===== src/hdl/cpu6_pkg.sv =====
`default_nettype none

package cpu6_pkg;

   // instruction word and the fields the decoder looks at
   typedef logic [31:0] instr_t;   // one rv32 word
   typedef logic [6:0]  opcode_t;  // instr[6:0]
   typedef logic [2:0]  funct3_t;  // instr[14:12]
   typedef logic [6:0]  funct7_t;  // instr[31:25]

   localparam opcode_t OP_LOAD   = 7'b0000011; // lw and friends
   localparam opcode_t OP_STORE  = 7'b0100011; // sw and friends
   localparam opcode_t OP_IMM    = 7'b0010011; // i-type arithmetic
   localparam opcode_t OP_REG    = 7'b0110011; // r-type arithmetic
   localparam opcode_t OP_BRANCH = 7'b1100011; // conditional branches
   localparam opcode_t OP_JALR   = 7'b1100111; // indirect jump
   localparam opcode_t OP_SYSTEM = 7'b1110011; // csr access and mret
   localparam opcode_t OP_LUI    = 7'b0110111; // upper immediate
   localparam opcode_t OP_AUIPC  = 7'b0010111; // pc relative upper imm

   localparam funct7_t F7_BASE = 7'b0000000; // add
   localparam funct7_t F7_ALT  = 7'b0100000; // sub
   localparam funct7_t F7_MRET = 7'b0011000; // mret qualifier

   // output of the classify stage, index into the control table
   typedef enum logic [4:0] {
      KIND_NONE,   // nothing matched
      KIND_LW,
      KIND_SW,
      KIND_ADDI,
      KIND_ADD,
      KIND_SUB,
      KIND_BEQ,
      KIND_BNE,
      KIND_JALR,
      KIND_CSRRW,
      KIND_CSRRS,
      KIND_CSRRC,
      KIND_CSRRWI,
      KIND_CSRRSI,
      KIND_CSRRCI,
      KIND_MRET,
      KIND_LUI,
      KIND_AUIPC
   } instr_kind_e;

   typedef enum logic [2:0] {
      BR_NONE     = 3'b000, // only on illegal words
      BR_BEQ      = 3'b001,
      BR_NOBRANCH = 3'b010, // every legal non-branch
      BR_BNE      = 3'b011
   } branchtype_e;

   typedef enum logic [1:0] {
      ALUOP_LWSWJALR = 2'b00, // address add
      ALUOP_BRANCH   = 2'b01, // compare
      ALUOP_ARITH    = 2'b10  // funct3/funct7 decides
   } aluop_e;

   typedef enum logic [2:0] {
      IMM_R = 3'd0, // no immediate
      IMM_I = 3'd1,
      IMM_S = 3'd2,
      IMM_B = 3'd3,
      IMM_U = 3'd4
   } immtype_e;

   typedef enum logic [1:0] {
      CSR_W = 2'b00, // write
      CSR_S = 2'b01, // set bits
      CSR_C = 2'b10  // clear bits
   } csr_wsc_e;

   typedef enum logic {
      ALUSRC_RS2 = 1'b0,
      ALUSRC_IMM = 1'b1
   } alusrc_e;

   typedef enum logic {
      CSR_SRC_RS1  = 1'b0, // register operand
      CSR_SRC_UIMM = 1'b1  // rs1 index used as zero-extended uimm
   } csr_src_e;

   // 20-bit control bundle, msb first
   typedef struct packed {
      logic        lui;        // [19]
      logic        auipc;      // [18]
      logic        mret;       // [17]
      logic        csr;        // [16] csr access enable
      csr_src_e    csr_src;    // [15]
      csr_wsc_e    csr_wsc;    // [14:13]
      logic        memtoreg;   // [12]
      logic        memwrite;   // [11]
      branchtype_e branchtype; // [10:8]
      alusrc_e     alusrc;     // [7]
      logic        regwrite;   // [6]
      logic        jump;       // [5]
      aluop_e      aluop;      // [4:3]
      immtype_e    immtype;    // [2:0]
   } maindec_ctrl_t;

endpackage

`default_nettype wire

===== src/hdl/cpu6_maindec.sv =====
`timescale 1ns/1ns
`default_nettype none

// main decoder in two steps
// classify the word first, then look the kind up in the control table
module cpu6_maindec (
   input  wire cpu6_pkg::instr_t        instr,
   output cpu6_pkg::maindec_ctrl_t      ctrl,
   output logic                         illinstr
);
   import cpu6_pkg::*;

   instr_kind_e kind; // classifier result, KIND_NONE on illegal words

   // opcode/funct3/funct7 match
   cpu6_instr_classify cpu6_instr_classify_inst (
      .instr    (instr),
      .kind     (kind),
      .illinstr (illinstr)  // high when kind is KIND_NONE
   );

   // kind to 20-bit control bundle
   cpu6_control_table cpu6_control_table_inst (
      .kind (kind),
      .ctrl (ctrl)          // all zero when illegal
   );

endmodule

`default_nettype wire


===== src/hdl/cpu6_control_table.sv =====
`timescale 1ns/1ns
`default_nettype none

module cpu6_control_table (
   input  wire cpu6_pkg::instr_kind_e   kind,
   output cpu6_pkg::maindec_ctrl_t      ctrl
);
   import cpu6_pkg::*;

   always_comb begin
      ctrl = '0; // illegal row, branchtype stays BR_NONE
      if (kind != KIND_NONE) begin
         ctrl.branchtype = BR_NOBRANCH; // legal words default to no branch
      end
      case (kind)
         KIND_LW: begin
            ctrl.memtoreg = 1'b1;           // rd from memory
            ctrl.alusrc   = ALUSRC_IMM;     // base + offset
            ctrl.regwrite = 1'b1;
            ctrl.aluop    = ALUOP_LWSWJALR;
            ctrl.immtype  = IMM_I;
         end
         KIND_SW: begin
            ctrl.memwrite = 1'b1;
            ctrl.alusrc   = ALUSRC_IMM;
            ctrl.aluop    = ALUOP_LWSWJALR;
            ctrl.immtype  = IMM_S;          // split offset
         end
         KIND_ADDI: begin
            ctrl.alusrc   = ALUSRC_IMM;
            ctrl.regwrite = 1'b1;
            ctrl.aluop    = ALUOP_ARITH;
            ctrl.immtype  = IMM_I;
         end
         KIND_ADD, KIND_SUB: begin
            ctrl.alusrc   = ALUSRC_RS2;     // register operand
            ctrl.regwrite = 1'b1;
            ctrl.aluop    = ALUOP_ARITH;    // alu decoder splits add/sub
            ctrl.immtype  = IMM_R;
         end
         KIND_BEQ: begin
            ctrl.branchtype = BR_BEQ;
            ctrl.alusrc     = ALUSRC_RS2;   // compare rs1 with rs2
            ctrl.aluop      = ALUOP_BRANCH;
            ctrl.immtype    = IMM_B;
         end
         KIND_BNE: begin
            ctrl.branchtype = BR_BNE;
            ctrl.alusrc     = ALUSRC_RS2;
            ctrl.aluop      = ALUOP_BRANCH;
            ctrl.immtype    = IMM_B;
         end
         KIND_JALR: begin
            ctrl.alusrc   = ALUSRC_IMM;     // target rs1 + imm
            ctrl.regwrite = 1'b1;           // link to rd
            ctrl.jump     = 1'b1;
            ctrl.aluop    = ALUOP_LWSWJALR;
            ctrl.immtype  = IMM_I;
         end
         // csr rows leave aluop at 00 since the alu is unused
         KIND_CSRRW: begin
            ctrl.csr      = 1'b1;
            ctrl.csr_wsc  = CSR_W;
            ctrl.alusrc   = ALUSRC_IMM;
            ctrl.regwrite = 1'b1;           // old csr value to rd
            ctrl.immtype  = IMM_I;          // csr address in imm field
         end
         KIND_CSRRS: begin
            ctrl.csr      = 1'b1;
            ctrl.csr_wsc  = CSR_S;
            ctrl.alusrc   = ALUSRC_IMM;
            ctrl.regwrite = 1'b1;
            ctrl.immtype  = IMM_I;
         end
         KIND_CSRRC: begin
            ctrl.csr      = 1'b1;
            ctrl.csr_wsc  = CSR_C;
            ctrl.alusrc   = ALUSRC_IMM;
            ctrl.regwrite = 1'b1;
            ctrl.immtype  = IMM_I;
         end
         KIND_CSRRWI: begin
            ctrl.csr      = 1'b1;
            ctrl.csr_src  = CSR_SRC_UIMM;   // rs1 field as 5-bit uimm
            ctrl.csr_wsc  = CSR_W;
            ctrl.alusrc   = ALUSRC_IMM;
            ctrl.regwrite = 1'b1;
            ctrl.immtype  = IMM_I;
         end
         KIND_CSRRSI: begin
            ctrl.csr      = 1'b1;
            ctrl.csr_src  = CSR_SRC_UIMM;
            ctrl.csr_wsc  = CSR_S;
            ctrl.alusrc   = ALUSRC_IMM;
            ctrl.regwrite = 1'b1;
            ctrl.immtype  = IMM_I;
         end
         KIND_CSRRCI: begin
            ctrl.csr      = 1'b1;
            ctrl.csr_src  = CSR_SRC_UIMM;
            ctrl.csr_wsc  = CSR_C;
            ctrl.alusrc   = ALUSRC_IMM;
            ctrl.regwrite = 1'b1;
            ctrl.immtype  = IMM_I;
         end
         KIND_MRET: begin
            ctrl.mret    = 1'b1;            // return from trap
            ctrl.alusrc  = ALUSRC_IMM;
            ctrl.immtype = IMM_I;
         end
         KIND_LUI: begin
            ctrl.lui      = 1'b1;
            ctrl.alusrc   = ALUSRC_IMM;
            ctrl.regwrite = 1'b1;
            ctrl.aluop    = ALUOP_LWSWJALR;
            ctrl.immtype  = IMM_U;
         end
         KIND_AUIPC: begin
            ctrl.auipc    = 1'b1;           // pc + upper imm
            ctrl.alusrc   = ALUSRC_IMM;
            ctrl.regwrite = 1'b1;
            ctrl.aluop    = ALUOP_LWSWJALR;
            ctrl.immtype  = IMM_U;
         end
         default: ; // KIND_NONE keeps the zero row
      endcase
   end

   always_comb begin
      a_wsc_legal: assert final (ctrl.csr_wsc != 2'b11)
         else $error("ctrl csr_wsc 11 for kind %s", kind.name());
      a_jump_no_store: assert final (!(ctrl.jump && ctrl.memwrite))
         else $error("ctrl jump with memwrite for kind %s", kind.name());
      a_branch_aluop: assert final ((ctrl.branchtype inside {BR_NONE, BR_NOBRANCH})
                                    || (ctrl.aluop == ALUOP_BRANCH))
         else $error("ctrl branch without compare aluop for kind %s", kind.name());
   end

endmodule

`default_nettype wire


===== src/hdl/cpu6_instr_classify.sv =====
`timescale 1ns/1ns
`default_nettype none

module cpu6_instr_classify (
   input  wire cpu6_pkg::instr_t   instr,
   output cpu6_pkg::instr_kind_e   kind,
   output logic                    illinstr
);
   import cpu6_pkg::*;

   wire opcode_t op     = instr[6:0];   // major opcode
   wire funct3_t funct3 = instr[14:12]; // minor opcode
   wire funct7_t funct7 = instr[31:25]; // r-type and system qualifier

   // opcodes that need funct3 or funct7 to finish the match
   wire op_imm    = (op == OP_IMM);
   wire op_reg    = (op == OP_REG);
   wire op_branch = (op == OP_BRANCH);
   wire op_system = (op == OP_SYSTEM);

   wire f3_000 = (funct3 == 3'b000);
   wire f3_001 = (funct3 == 3'b001);
   wire f3_010 = (funct3 == 3'b010);
   wire f3_011 = (funct3 == 3'b011);
   wire f3_101 = (funct3 == 3'b101);
   wire f3_110 = (funct3 == 3'b110);
   wire f3_111 = (funct3 == 3'b111);

   wire f7_base = (funct7 == F7_BASE);
   wire f7_alt  = (funct7 == F7_ALT);
   wire f7_mret = (funct7 == F7_MRET);

   wire is_lw     = (op == OP_LOAD);   // funct3 not checked
   wire is_sw     = (op == OP_STORE);  // funct3 not checked
   wire is_addi   = op_imm & f3_000;
   wire is_add    = op_reg & f3_000 & f7_base;
   wire is_sub    = op_reg & f3_000 & f7_alt;
   wire is_beq    = op_branch & f3_000;
   wire is_bne    = op_branch & f3_001;
   wire is_jalr   = (op == OP_JALR) & f3_000;
   wire is_csrrw  = op_system & f3_001;
   wire is_csrrs  = op_system & f3_010;
   wire is_csrrc  = op_system & f3_011;
   wire is_csrrwi = op_system & f3_101; // uimm forms set funct3[2]
   wire is_csrrsi = op_system & f3_110;
   wire is_csrrci = op_system & f3_111;
   wire is_mret   = op_system & f3_000 & f7_mret;
   wire is_lui    = (op == OP_LUI);
   wire is_auipc  = (op == OP_AUIPC);

   wire [16:0] hits = {
      is_lw, is_sw, is_addi, is_add, is_sub, is_beq, is_bne, is_jalr,
      is_csrrw, is_csrrs, is_csrrc, is_csrrwi, is_csrrsi, is_csrrci,
      is_mret, is_lui, is_auipc
   }; // all pattern matches, for the overlap check

   // patterns are disjoint so the order of the ifs does not matter
   always_comb begin
      kind = KIND_NONE; // fall through to illegal
      if (is_lw)     kind = KIND_LW;
      if (is_sw)     kind = KIND_SW;
      if (is_addi)   kind = KIND_ADDI;
      if (is_add)    kind = KIND_ADD;
      if (is_sub)    kind = KIND_SUB;
      if (is_beq)    kind = KIND_BEQ;
      if (is_bne)    kind = KIND_BNE;
      if (is_jalr)   kind = KIND_JALR;
      if (is_csrrw)  kind = KIND_CSRRW;
      if (is_csrrs)  kind = KIND_CSRRS;
      if (is_csrrc)  kind = KIND_CSRRC;
      if (is_csrrwi) kind = KIND_CSRRWI;
      if (is_csrrsi) kind = KIND_CSRRSI;
      if (is_csrrci) kind = KIND_CSRRCI;
      if (is_mret)   kind = KIND_MRET;
      if (is_lui)    kind = KIND_LUI;
      if (is_auipc)  kind = KIND_AUIPC;
   end

   assign illinstr = (kind == KIND_NONE); // no supported pattern hit

   // a second hit would be silently dropped by the if chain above
   always_comb begin
      a_single_match: assert final ($onehot0(hits))
         else $error("classify %h hits several patterns %b", instr, hits);
   end

endmodule

`default_nettype wire


===== config.mk =====
export PLATFORM = sky130hd
export DESIGN_NAME = cpu6_maindec
export DESIGN_NICKNAME = d
export VERILOG_FILES = /design/src/hdl/cpu6_pkg.sv /design/src/hdl/cpu6_maindec.sv /design/src/hdl/cpu6_control_table.sv /design/src/hdl/cpu6_instr_classify.sv
export SDC_FILE = /design/constraint.sdc
export NUM_CORES = 1
export LEC_CHECK = 0
export CAP_MARGIN = 25
export CORE_AREA = 4 4 41 43
export DETAILED_ROUTE_END_ITERATION = 16
export DIE_AREA = 0 0 45 47
export DONT_BUFFER_PORTS = 1
export GPL_TIMING_DRIVEN = 1
export PLACE_DENSITY = 0.52
export SYNTH_ARGS = -nofsm -noshare
export SYNTH_HDL_FRONTEND = slang
export SYNTH_SLANG_ARGS = --single-unit

===== constraint.sdc =====
create_clock -name vclk -period 3
set_input_delay 0 -clock vclk [all_inputs]
set_output_delay 0 -clock vclk [all_outputs]
set_load 0.02 [all_outputs]

==> results of run 1 <==
cell usage after synthesis, types with 2 or more instances:
| master | number |
|---|---|
| sky130_fd_sc_hd__nand4_1 | 2 |
| sky130_fd_sc_hd__o31ai_1 | 2 |
| sky130_fd_sc_hd__nand2b_1 | 2 |
| sky130_fd_sc_hd__nand3_1 | 2 |
| sky130_fd_sc_hd__nor3_1 | 5 |
| sky130_fd_sc_hd__nor2_1 | 10 |
| sky130_fd_sc_hd__nor3_4 | 2 |
| sky130_fd_sc_hd__o21ai_0 | 2 |
| sky130_fd_sc_hd__and2b_1 | 2 |
| sky130_fd_sc_hd__buf_2 | 2 |
| sky130_fd_sc_hd__nand2_1 | 5 |
| sky130_fd_sc_hd__inv_1 | 6 |
| sky130_fd_sc_hd__and4_1 | 2 |
| sky130_fd_sc_hd__buf_6 | 3 |
power groups by stage:
stage               logic (W)  clock network [W]  registers, W
floorplan           0.0000385                  0             0
global placement    0.0000293                  0             0
detailed placement  0.0000295                  0             0
CTS                 0.0000296                  0             0
global route        0.0000326                  0             0
finish              0.0000294                  0             0
per-stage QoR:
step                      setup WS (ps)  hold slack, ps  utilization
after global routing               1330            96.8        0.404
after global placement             1440            90.0        0.404
final                              1430            88.5        0.404
after floorplan                    1580             163            -
after CTS                          1430            90.7        0.404
after detailed placement           1430            90.5        0.404
metal layers:
metal  vias to the layer above  part of all wire  GRT usage
li1                        266                 -          -
met1                       239              0.47      0.212
met2                        22              0.44      0.218
met3                         0             0.086     0.0115
met4                         0                 0          0
met5                         -                 0          0
worst max-delay path by stage:
stage | start | to | slack [ps] | cells after the start
4_1_cts | instr[6] | ctrl[13] | 1430 | 6
3_5_place_dp | instr[6] | ctrl[13] | 1430 | 6
6_report | instr[6] | ctrl[13] | 1430 | 6
3_3_place_gp | instr[6] | ctrl[13] | 1440 | 6
2_1_floorplan | instr[6] | ctrl[13] | 1580 | 6
5_1_grt | instr[6] | ctrl[13] | 1330 | 6
cell families (layout without fill, tap and decap cells):
| kind of cell | count (synthesis) | count (layout) | share of synthesized area |
|---|---|---|---|
| compound gates | 14 | 14 | 0.229 |
| simple gates | 47 | 47 | 0.601 |
| other cells | 1 | 1 | 0.00672 |
| xor+xnor | 2 | 2 | 0.0314 |
| buf+inv | 12 | 6 | 0.132 |
worst max-delay path, cell delays in order:
cell and delay, ps:
sky130_fd_sc_hd__and3b_1 240, sky130_fd_sc_hd__and3_1 370, sky130_fd_sc_hd__and2b_1 350, sky130_fd_sc_hd__nor3_4 90, sky130_fd_sc_hd__a211oi_1 250, sky130_fd_sc_hd__o21a_1 260
layout make-up:
class                      count  share of cell area
tap                           15              0.0357
inverter                       6              0.0429
multi-input combinational     64               0.921
==> flow_summary.yaml, run 1 <==
timing:
  finalHoldViolCount: 0
  number_of_endpoints_failing_setup_at_the_final_stage: 0
  worstMarginPinSlew_ps: 658
  clock.fmax_mhz: 637
  fin_setup_tns_ps: 0
  timing.final.crit_period_ps: 1570
  finalMaxSlewViolations: 0
  worst_slew_margin_rel: 0.556
  rsz0062_at_grt: "no"
  fin_crit_sh: 0.524
worst_hold_path:
  hp-start: "instr[4]"
  min_path_type: "primary input to primary output"
  min_delay_worst_endpoint: "ctrl[12]"
  worstHoldPathCells: 1
routing:
  routed_wl_mm: 1.45
  drt_first_pass_iters: 3
  drt-vias-per-instance: 6.20
  drtAntennaViolNets: 0
  routed-via-count: 527
  drc_violation_count_after_routing: 0
  wire_per_inst_um: 17.0
  drt_first_iter_violations: 6
synthesis:
  synth_top_area_frac: 0.0673
  yosys_warnings: 0
  synthesis.area_per_instance_um2: 7.34
  cell_accounting_for_the_most_synthesized_area: "sky130_fd_sc_hd__nor2_1"
  synth.lib_cells_used.distinct: 43
  post_synth_instance_area_um2: 558
  synth_area_leaders: "sky130_fd_sc_hd__nor2_1, sky130_fd_sc_hd__buf_6, sky130_fd_sc_hd__nor3_4"
  synthCells: 76
  syn_nets: 108
  synth_seq_area_share: 0
place:
  dpl_cell_area_um2: 526
  placer_s_final_routability_congestion_estimate: 0.745
  port_buffers: 0
  placedCellCount: 85
  post-dp-hpwl_mm: 1.23
worst_setup_path:
  critical_path_peak_fanout: 4
  setup.worst_path.end_class: "primary output"
  cp.required_ps: 3000
  timing.critical_path.arrival_ps: 1570
  worstSetupStartpointType: "primary input"
  path_class: "primary input to primary output"
layout:
  stdcell_area_um2: 526
  layout.filler_cells: 164
  antenna-diode-count: 0
  final_nets: 104
  finalNonFillerCells: 85
  syn_to_final_growth_pct: -5.83
  multiInputGateArea_um2: 484
  clock_tree_buffer_count_of_the_final_layout: 0
  most_frequent_cells_in_the_layout: "sky130_fd_sc_hd__nor2_1, sky130_fd_sc_hd__inv_1, sky130_fd_sc_hd__nand2_1, sky130_fd_sc_hd__nor3_1"
  layout.cells.most_common: "sky130_fd_sc_hd__nor2_1"
  design.seq.count: 0
  post_route_cells_drive_above_1_share: 0.214
  regArea_um2: 0
cts:
  cts_resized: 0
  cts_setup_buffers: 0
  cts_hold_buffers: 0
power:
  powerDensity_mw_per_mm2: 56.0
  share_comb_of_total_power: 1.000
  totalPowerFinal_w: 0.0000294
  pwr-share-seq: 0
  internal-power_w: 0.0000114
  switchingPower_w: 0.0000180
  power_frac_clock: 0
  switching_share: 0.613
  cellLeakagePower_nw: 0.240
  ir_worst_vdd_mv: 0.0207
floorplan:
  start_util: 0.429
  floorplan.die_area_mm2: 0.00212
  floorplan.die.width_um: 45
  fp-row-count: 13
  chipHeight_um: 47
  core_region_area_mm2: 0.00130
  io_pins: 53
global_routing:
  grt_first_pass_wirelength_mm: 2.28
  grt_overflow_total: 0
  number_of_global_route_vias_before_repair: 513
  antenna_violations_before_repair: 0
  grt_max_degree: 13
  grtUsageTotal: 0.137
job:
  max_cap_violations: 0
status:
  status: "completed"
Power figures use the tool's default switching activity.
==> run 2: changes to the inputs <==
--- a/config.mk
+++ b/config.mk
@@ -5,13 +5,14 @@
 export SDC_FILE = /design/constraint.sdc
 export NUM_CORES = 1
 export LEC_CHECK = 0
+export ABC_AREA = 1
 export CAP_MARGIN = 25
 export CORE_AREA = 4 4 41 43
 export DETAILED_ROUTE_END_ITERATION = 16
 export DIE_AREA = 0 0 45 47
 export DONT_BUFFER_PORTS = 1
 export GPL_TIMING_DRIVEN = 1
-export PLACE_DENSITY = 0.52
+export PLACE_DENSITY = 0.63
 export SYNTH_ARGS = -nofsm -noshare
 export SYNTH_HDL_FRONTEND = slang
 export SYNTH_SLANG_ARGS = --single-unit
==> constraint.sdc (replaced) <==
create_clock -name vclk -period 1.3
set_input_delay 0 -clock vclk [all_inputs]
set_output_delay 0 -clock vclk [all_outputs]
set_load 0.02 [all_outputs]
==> flow_summary.yaml, run 2 <==
global_routing:
  antenna_violations_before_repair: 0
  number_of_global_route_vias_before_repair: 782
  grt_first_pass_wirelength_mm: 3.16
  grt_max_degree: 9
  grt_overflow_total: 0
  grtUsageTotal: 0.190
timing:
  finalHoldViolCount: 0
  timing.final.crit_period_ps: 1280
  fin_crit_sh: 0.988
  whs_ps: 183
  number_of_endpoints_failing_setup_at_the_final_stage: 0
  clock.fmax_mhz: 778
  finalMaxSlewViolations: 0
routing:
  drt_first_iter_violations: 37
  drtAntennaViolNets: 0
  drt-vias-per-instance: 5.76
  drc_violation_count_after_routing: 0
  drt_first_pass_iters: 4
  wire_per_inst_um: 13.2
  routed_wl_mm: 2.23
  routed-via-count: 973
floorplan:
  core_region_area_mm2: 0.00130
  fp-row-count: 13
  floorplan.die_area_mm2: 0.00212
  chipHeight_um: 47
  floorplan.die.width_um: 45
  io_pins: 53
  start_util: 0.505
layout:
  stdcell_area_um2: 940
  regArea_um2: 0
  design.seq.count: 0
  most_frequent_cells_in_the_layout: "sky130_fd_sc_hd__nor2_1, sky130_fd_sc_hd__inv_1, sky130_fd_sc_hd__buf_4, sky130_fd_sc_hd__nand2_1, sky130_fd_sc_hd__nand3_1"
  finalNonFillerCells: 169
  fin_util: 0.722
  antenna-diode-count: 0
  syn_to_final_growth_pct: 43.0
  final_nets: 188
  clock_tree_buffer_count_of_the_final_layout: 0
  layout.cells.most_common: "sky130_fd_sc_hd__nor2_1"
  layout.filler_cells: 106
  post_route_cells_drive_above_1_share: 0.338
  multiInputGateArea_um2: 638
synthesis:
  synth_top_area_frac: 0.160
  post_synth_instance_area_um2: 657
  yosys_warnings: 0
  synth_xor_area_frac: 0
  cell_with_the_most_instances_after_synthesis: "sky130_fd_sc_hd__nor2_1"
  cell_accounting_for_the_most_synthesized_area: "sky130_fd_sc_hd__nand3_1"
  synth-compound-area-share: 0.0629
  syn_nets: 166
  synthSimpleGateAreaFrac: 0.747
  yosys.area_share.adder: 0
  synth.lib_cells_used.distinct: 25
  synth_area_leaders: "sky130_fd_sc_hd__nand3_1, sky130_fd_sc_hd__nor2_1, sky130_fd_sc_hd__inv_1"
  synthesis.area_per_instance_um2: 4.90
  synthCells: 134
  main_combinational_cell_family_by_area_after_synthesis: "simple AND/OR/NAND/NOR gates"
  synth_seq_area_share: 0
  yosys-mux-area-fraction: 0
  most_common_library_cells_after_synthesis: "sky130_fd_sc_hd__nor2_1, sky130_fd_sc_hd__inv_1, sky130_fd_sc_hd__nand2_1"
worst_hold_path:
  min_path_type: "primary input to primary output"
  worstHoldPathCells: 2
power:
  cellLeakagePower_nw: 0.582
  ir_worst_vdd_mv: 0.0865
  powerDensity_mw_per_mm2: 123
job:
  max_cap_violations: 0
worst_setup_path:
  cp.required_ps: 1300
  cp_cell_instances: "nor2_4 -> nand2_8 -> nor2_8 -> nand4_4 -> nand2_2 -> nor2_1 -> or2_1 -> o21ai_2 -> buf_6"
  critical-path-max-stage-delay_ps: 250
  timing.critical_path.arrival_ps: 1280
  worstSetupStartpointType: "primary input"
  path_class: "primary input to primary output"
  critPathSlowestCell: "sky130_fd_sc_hd__or2_1"
  critical_path_peak_fanout: 6
  setup.worst_path.end_class: "primary output"
place:
  dpl_cell_area_um2: 790
  placedCellCount: 163
  post-dp-hpwl_mm: 1.71
  port_buffers: 0
  placer_s_final_routability_congestion_estimate: 0.881
status:
  status: "completed"
cts:
  cts_hold_buffers: 0
run 2: cell count changes in the layout (fill, tap and decap cells not counted), moves of 4 or more:
cell,change
sky130_fd_sc_hd__buf_4,+22
sky130_fd_sc_hd__inv_1,+17
sky130_fd_sc_hd__nand3_1,+17
sky130_fd_sc_hd__nand2_1,+14
sky130_fd_sc_hd__nor2_1,+14
sky130_fd_sc_hd__nand4_1,+4
run 2: final cells by class:
class / instances / area share
inverters: 27 / 0.113
multi-input cells: 104 / 0.679
well taps: 15 / 0.0200
repair buffers: 23 / 0.188
run 2: final timing paths:
path                  from  endpoint  slack, ps
setup / recovery  instr[3]  ctrl[14]         20
hold / removal    instr[6]  ctrl[12]        180
run 2: power breakdown:
part | internal [W] | leakage (nW) | total (W) | switching, W
Sequential | 0 | 0 | 0 | 0
Combinational | 0.0000399 | 0.582 | 0.000115 | 0.0000752
Clock | 0 | 0 | 0 | 0
run 2: cell families (layout without fill, tap and decap cells):
family | count (synthesis) | after routing
and+or+nand+nor | 96 | 96
other | 1 | 1
AOI/OAI and AO/OA | 7 | 7
buffers and inverters | 30 | 50
run 2: metal layers:
metal | share of wire | track usage | vias up
li1 | - | - | 478
met1 | 0.39 | 0.249 | 428
met2 | 0.50 | 0.356 | 63
met3 | 0.11 | 0.0153 | 4
met4 | 0.0081 | 0 | 0
met5 | 0 | 0 | -
run 2: what timing repair did:
| action | CTS | global route |
|---|---|---|
| resized for setup | 0 | 26 |
| setup endpoints to repair | 0 | 6 |
| buffers inserted | 0 | 6 |
run 2: through the flow:
| step | TNS (ps) | power [W] | setup WS [ps] |
|---|---|---|---|
| 2_1_floorplan | 0 | 0.0000823 | 37.5 |
| 3_3_place_gp | 0 | 0.0000922 | 57.3 |
| 3_5_place_dp | 0 | 0.0000956 | 16.7 |
| 4_1_cts | 0 | 0.0000961 | 4.44 |
| 5_1_grt | -44.0 | 0.000125 | -44.0 |
| 6_report | 0 | 0.000115 | 15.1 |
run 2: critical path, delay by kind of cell:
kind	cells	cell delay [ps]
and+or+nand+nor	7	960
AOI/OAI and AO/OA	1	190
buffers and inverters	1	140
==> run 3: changes to the inputs <==
--- a/config.mk
+++ b/config.mk
@@ -12,7 +12,9 @@
 export DIE_AREA = 0 0 45 47
 export DONT_BUFFER_PORTS = 1
 export GPL_TIMING_DRIVEN = 1
-export PLACE_DENSITY = 0.63
+export PLACE_DENSITY = 0.64
+export SLEW_MARGIN = 20
 export SYNTH_ARGS = -nofsm -noshare
 export SYNTH_HDL_FRONTEND = slang
 export SYNTH_SLANG_ARGS = --single-unit
+export TNS_END_PERCENT = 5
==> flow_summary.yaml, run 3 (synthesis results as in run 2) <==
worst_setup_path:
  cp.required_ps: 1300
  setup.worst_path.end_class: "primary output"
  worstSetupStartpointType: "primary input"
  critical_path_peak_fanout: 7
  cpMostUsedCell: "sky130_fd_sc_hd__nand2_4"
  path_class: "primary input to primary output"
  timing.critical_path.arrival_ps: 1230
  critPathSlowestCell: "sky130_fd_sc_hd__or2_4"
  cp_cell_instances: "nand2_4 -> inv_2 -> nand2_4 -> nor2_8 -> nand4_4 -> nand2_2 -> nor2_2 -> or2_4 -> o21ai_4 -> buf_6"
  critical-path-max-stage-delay_ps: 240
layout:
  design.seq.count: 0
  layout.filler_cells: 111
  regArea_um2: 0
  layout.cells.most_common: "sky130_fd_sc_hd__nor2_1"
  post_route_cells_drive_above_1_share: 0.344
  fin_util: 0.719
  syn_to_final_growth_pct: 42.5
  final_nets: 188
  clock_tree_buffer_count_of_the_final_layout: 0
  antenna-diode-count: 0
  most_frequent_cells_in_the_layout: "sky130_fd_sc_hd__nor2_1, sky130_fd_sc_hd__inv_1, sky130_fd_sc_hd__buf_4, sky130_fd_sc_hd__nand2_1, sky130_fd_sc_hd__nand3_1"
global_routing:
  grtUsageTotal: 0.175
  grt_max_degree: 9
  number_of_global_route_vias_before_repair: 717
  antenna_violations_before_repair: 0
  grt_first_pass_wirelength_mm: 2.92
  grt_overflow_total: 0
cts:
  cts_hold_buffers: 0
routing:
  routed_wl_mm: 2.16
  drt-vias-per-instance: 5.56
  wire_per_inst_um: 12.8
  routed-via-count: 939
  drc_violation_count_after_routing: 0
  drtAntennaViolNets: 0
  drt_first_iter_violations: 33
  drt_first_pass_iters: 4
worst_hold_path:
  min_path_type: "primary input to primary output"
  worstHoldPathCells: 2
floorplan:
  floorplan.die_area_mm2: 0.00212
  floorplan.die.width_um: 45
  start_util: 0.505
  io_pins: 53
  chipHeight_um: 47
  fp-row-count: 13
  core_region_area_mm2: 0.00130
timing:
  finalHoldViolCount: 0
  fin_crit_sh: 0.946
  final.setup.worst_slack_ps: 70.0
  clock.fmax_mhz: 813
  timing.final.crit_period_ps: 1230
  number_of_endpoints_failing_setup_at_the_final_stage: 0
  finalMaxSlewViolations: 0
power:
  powerDensity_mw_per_mm2: 117
  ir_worst_vdd_mv: 0.0622
  cellLeakagePower_nw: 0.592
place:
  placer_s_final_routability_congestion_estimate: 0.891
  pre_cts_ws_ps: 37.1
  port_buffers: 0
  post-dp-hpwl_mm: 1.64
status:
  status: "completed"
job:
  max_cap_violations: 0
run 3: changes by cell type in the layout (fill, tap and decap cells not counted):
cell                      change
sky130_fd_sc_hd__inv_2        +2
sky130_fd_sc_hd__inv_4        -2
sky130_fd_sc_hd__nand2_4      +1
sky130_fd_sc_hd__nand2_8      -1
sky130_fd_sc_hd__o21ai_2      -1
sky130_fd_sc_hd__o21ai_4      +1
sky130_fd_sc_hd__or2_1        -1
sky130_fd_sc_hd__or2_4        +1
run 3: layer usage:
| metal | global-route usage | up-vias | share of wire |
|---|---|---|---|
| met5 | 0 | - | 0 |
| li1 | - | 475 | - |
| met2 | 0.314 | 48 | 0.50 |
| met1 | 0.240 | 412 | 0.41 |
| met3 | 0.0192 | 4 | 0.087 |
| met4 | 0 | 0 | 0.0046 |
run 3: worst paths after layout:
check / end / startpoint / slack, ps
setup / recovery: ctrl[14] / instr[1] / 70
hold / removal: ctrl[12] / instr[6] / 190
run 3: worst max-delay path, delay by kind of cell:
family | cells | cell delay [ps]
AND/OR/NAND/NOR | 7 | 870
buffers and inverters | 2 | 200
AO/OA/AOI/OAI | 1 | 150
run 3: through the flow:
step	total power, W	instances	area, um^2	hold slack [ps]	TNS [ps]
after floorplan	0.0000823	134	663	60.2	0
after global placement	0.0000922	163	790	182	0
after detailed placement	0.0000942	163	790	185	0
after CTS	0.0000946	163	790	185	0
after global routing	0.000120	169	936	191	-47.0
final	0.000109	169	936	189	0
run 3: cell type report:
cell class	instances	area (um^2)	area share
Inverter	27	101	0.108
Timing Repair Buffer	23	176	0.189
Multi-Input combinational cell	104	639	0.683
Tap cell	15	18.8	0.0201
run 3: repair_timing:
action,4_1_cts,5_1_grt
buffers inserted,0,6
resized for setup,0,25
endpoints found under the setup margin,0,6
endpoints found under the hold margin,0,0
run 3: where the power goes:
group          total [W]  leakage [nW]  internal [W]  switching, W
sequential             0             0             0             0
combinational   0.000109         0.592     0.0000385     0.0000709
clock                  0             0             0             0
total           0.000109         0.592     0.0000385     0.0000709
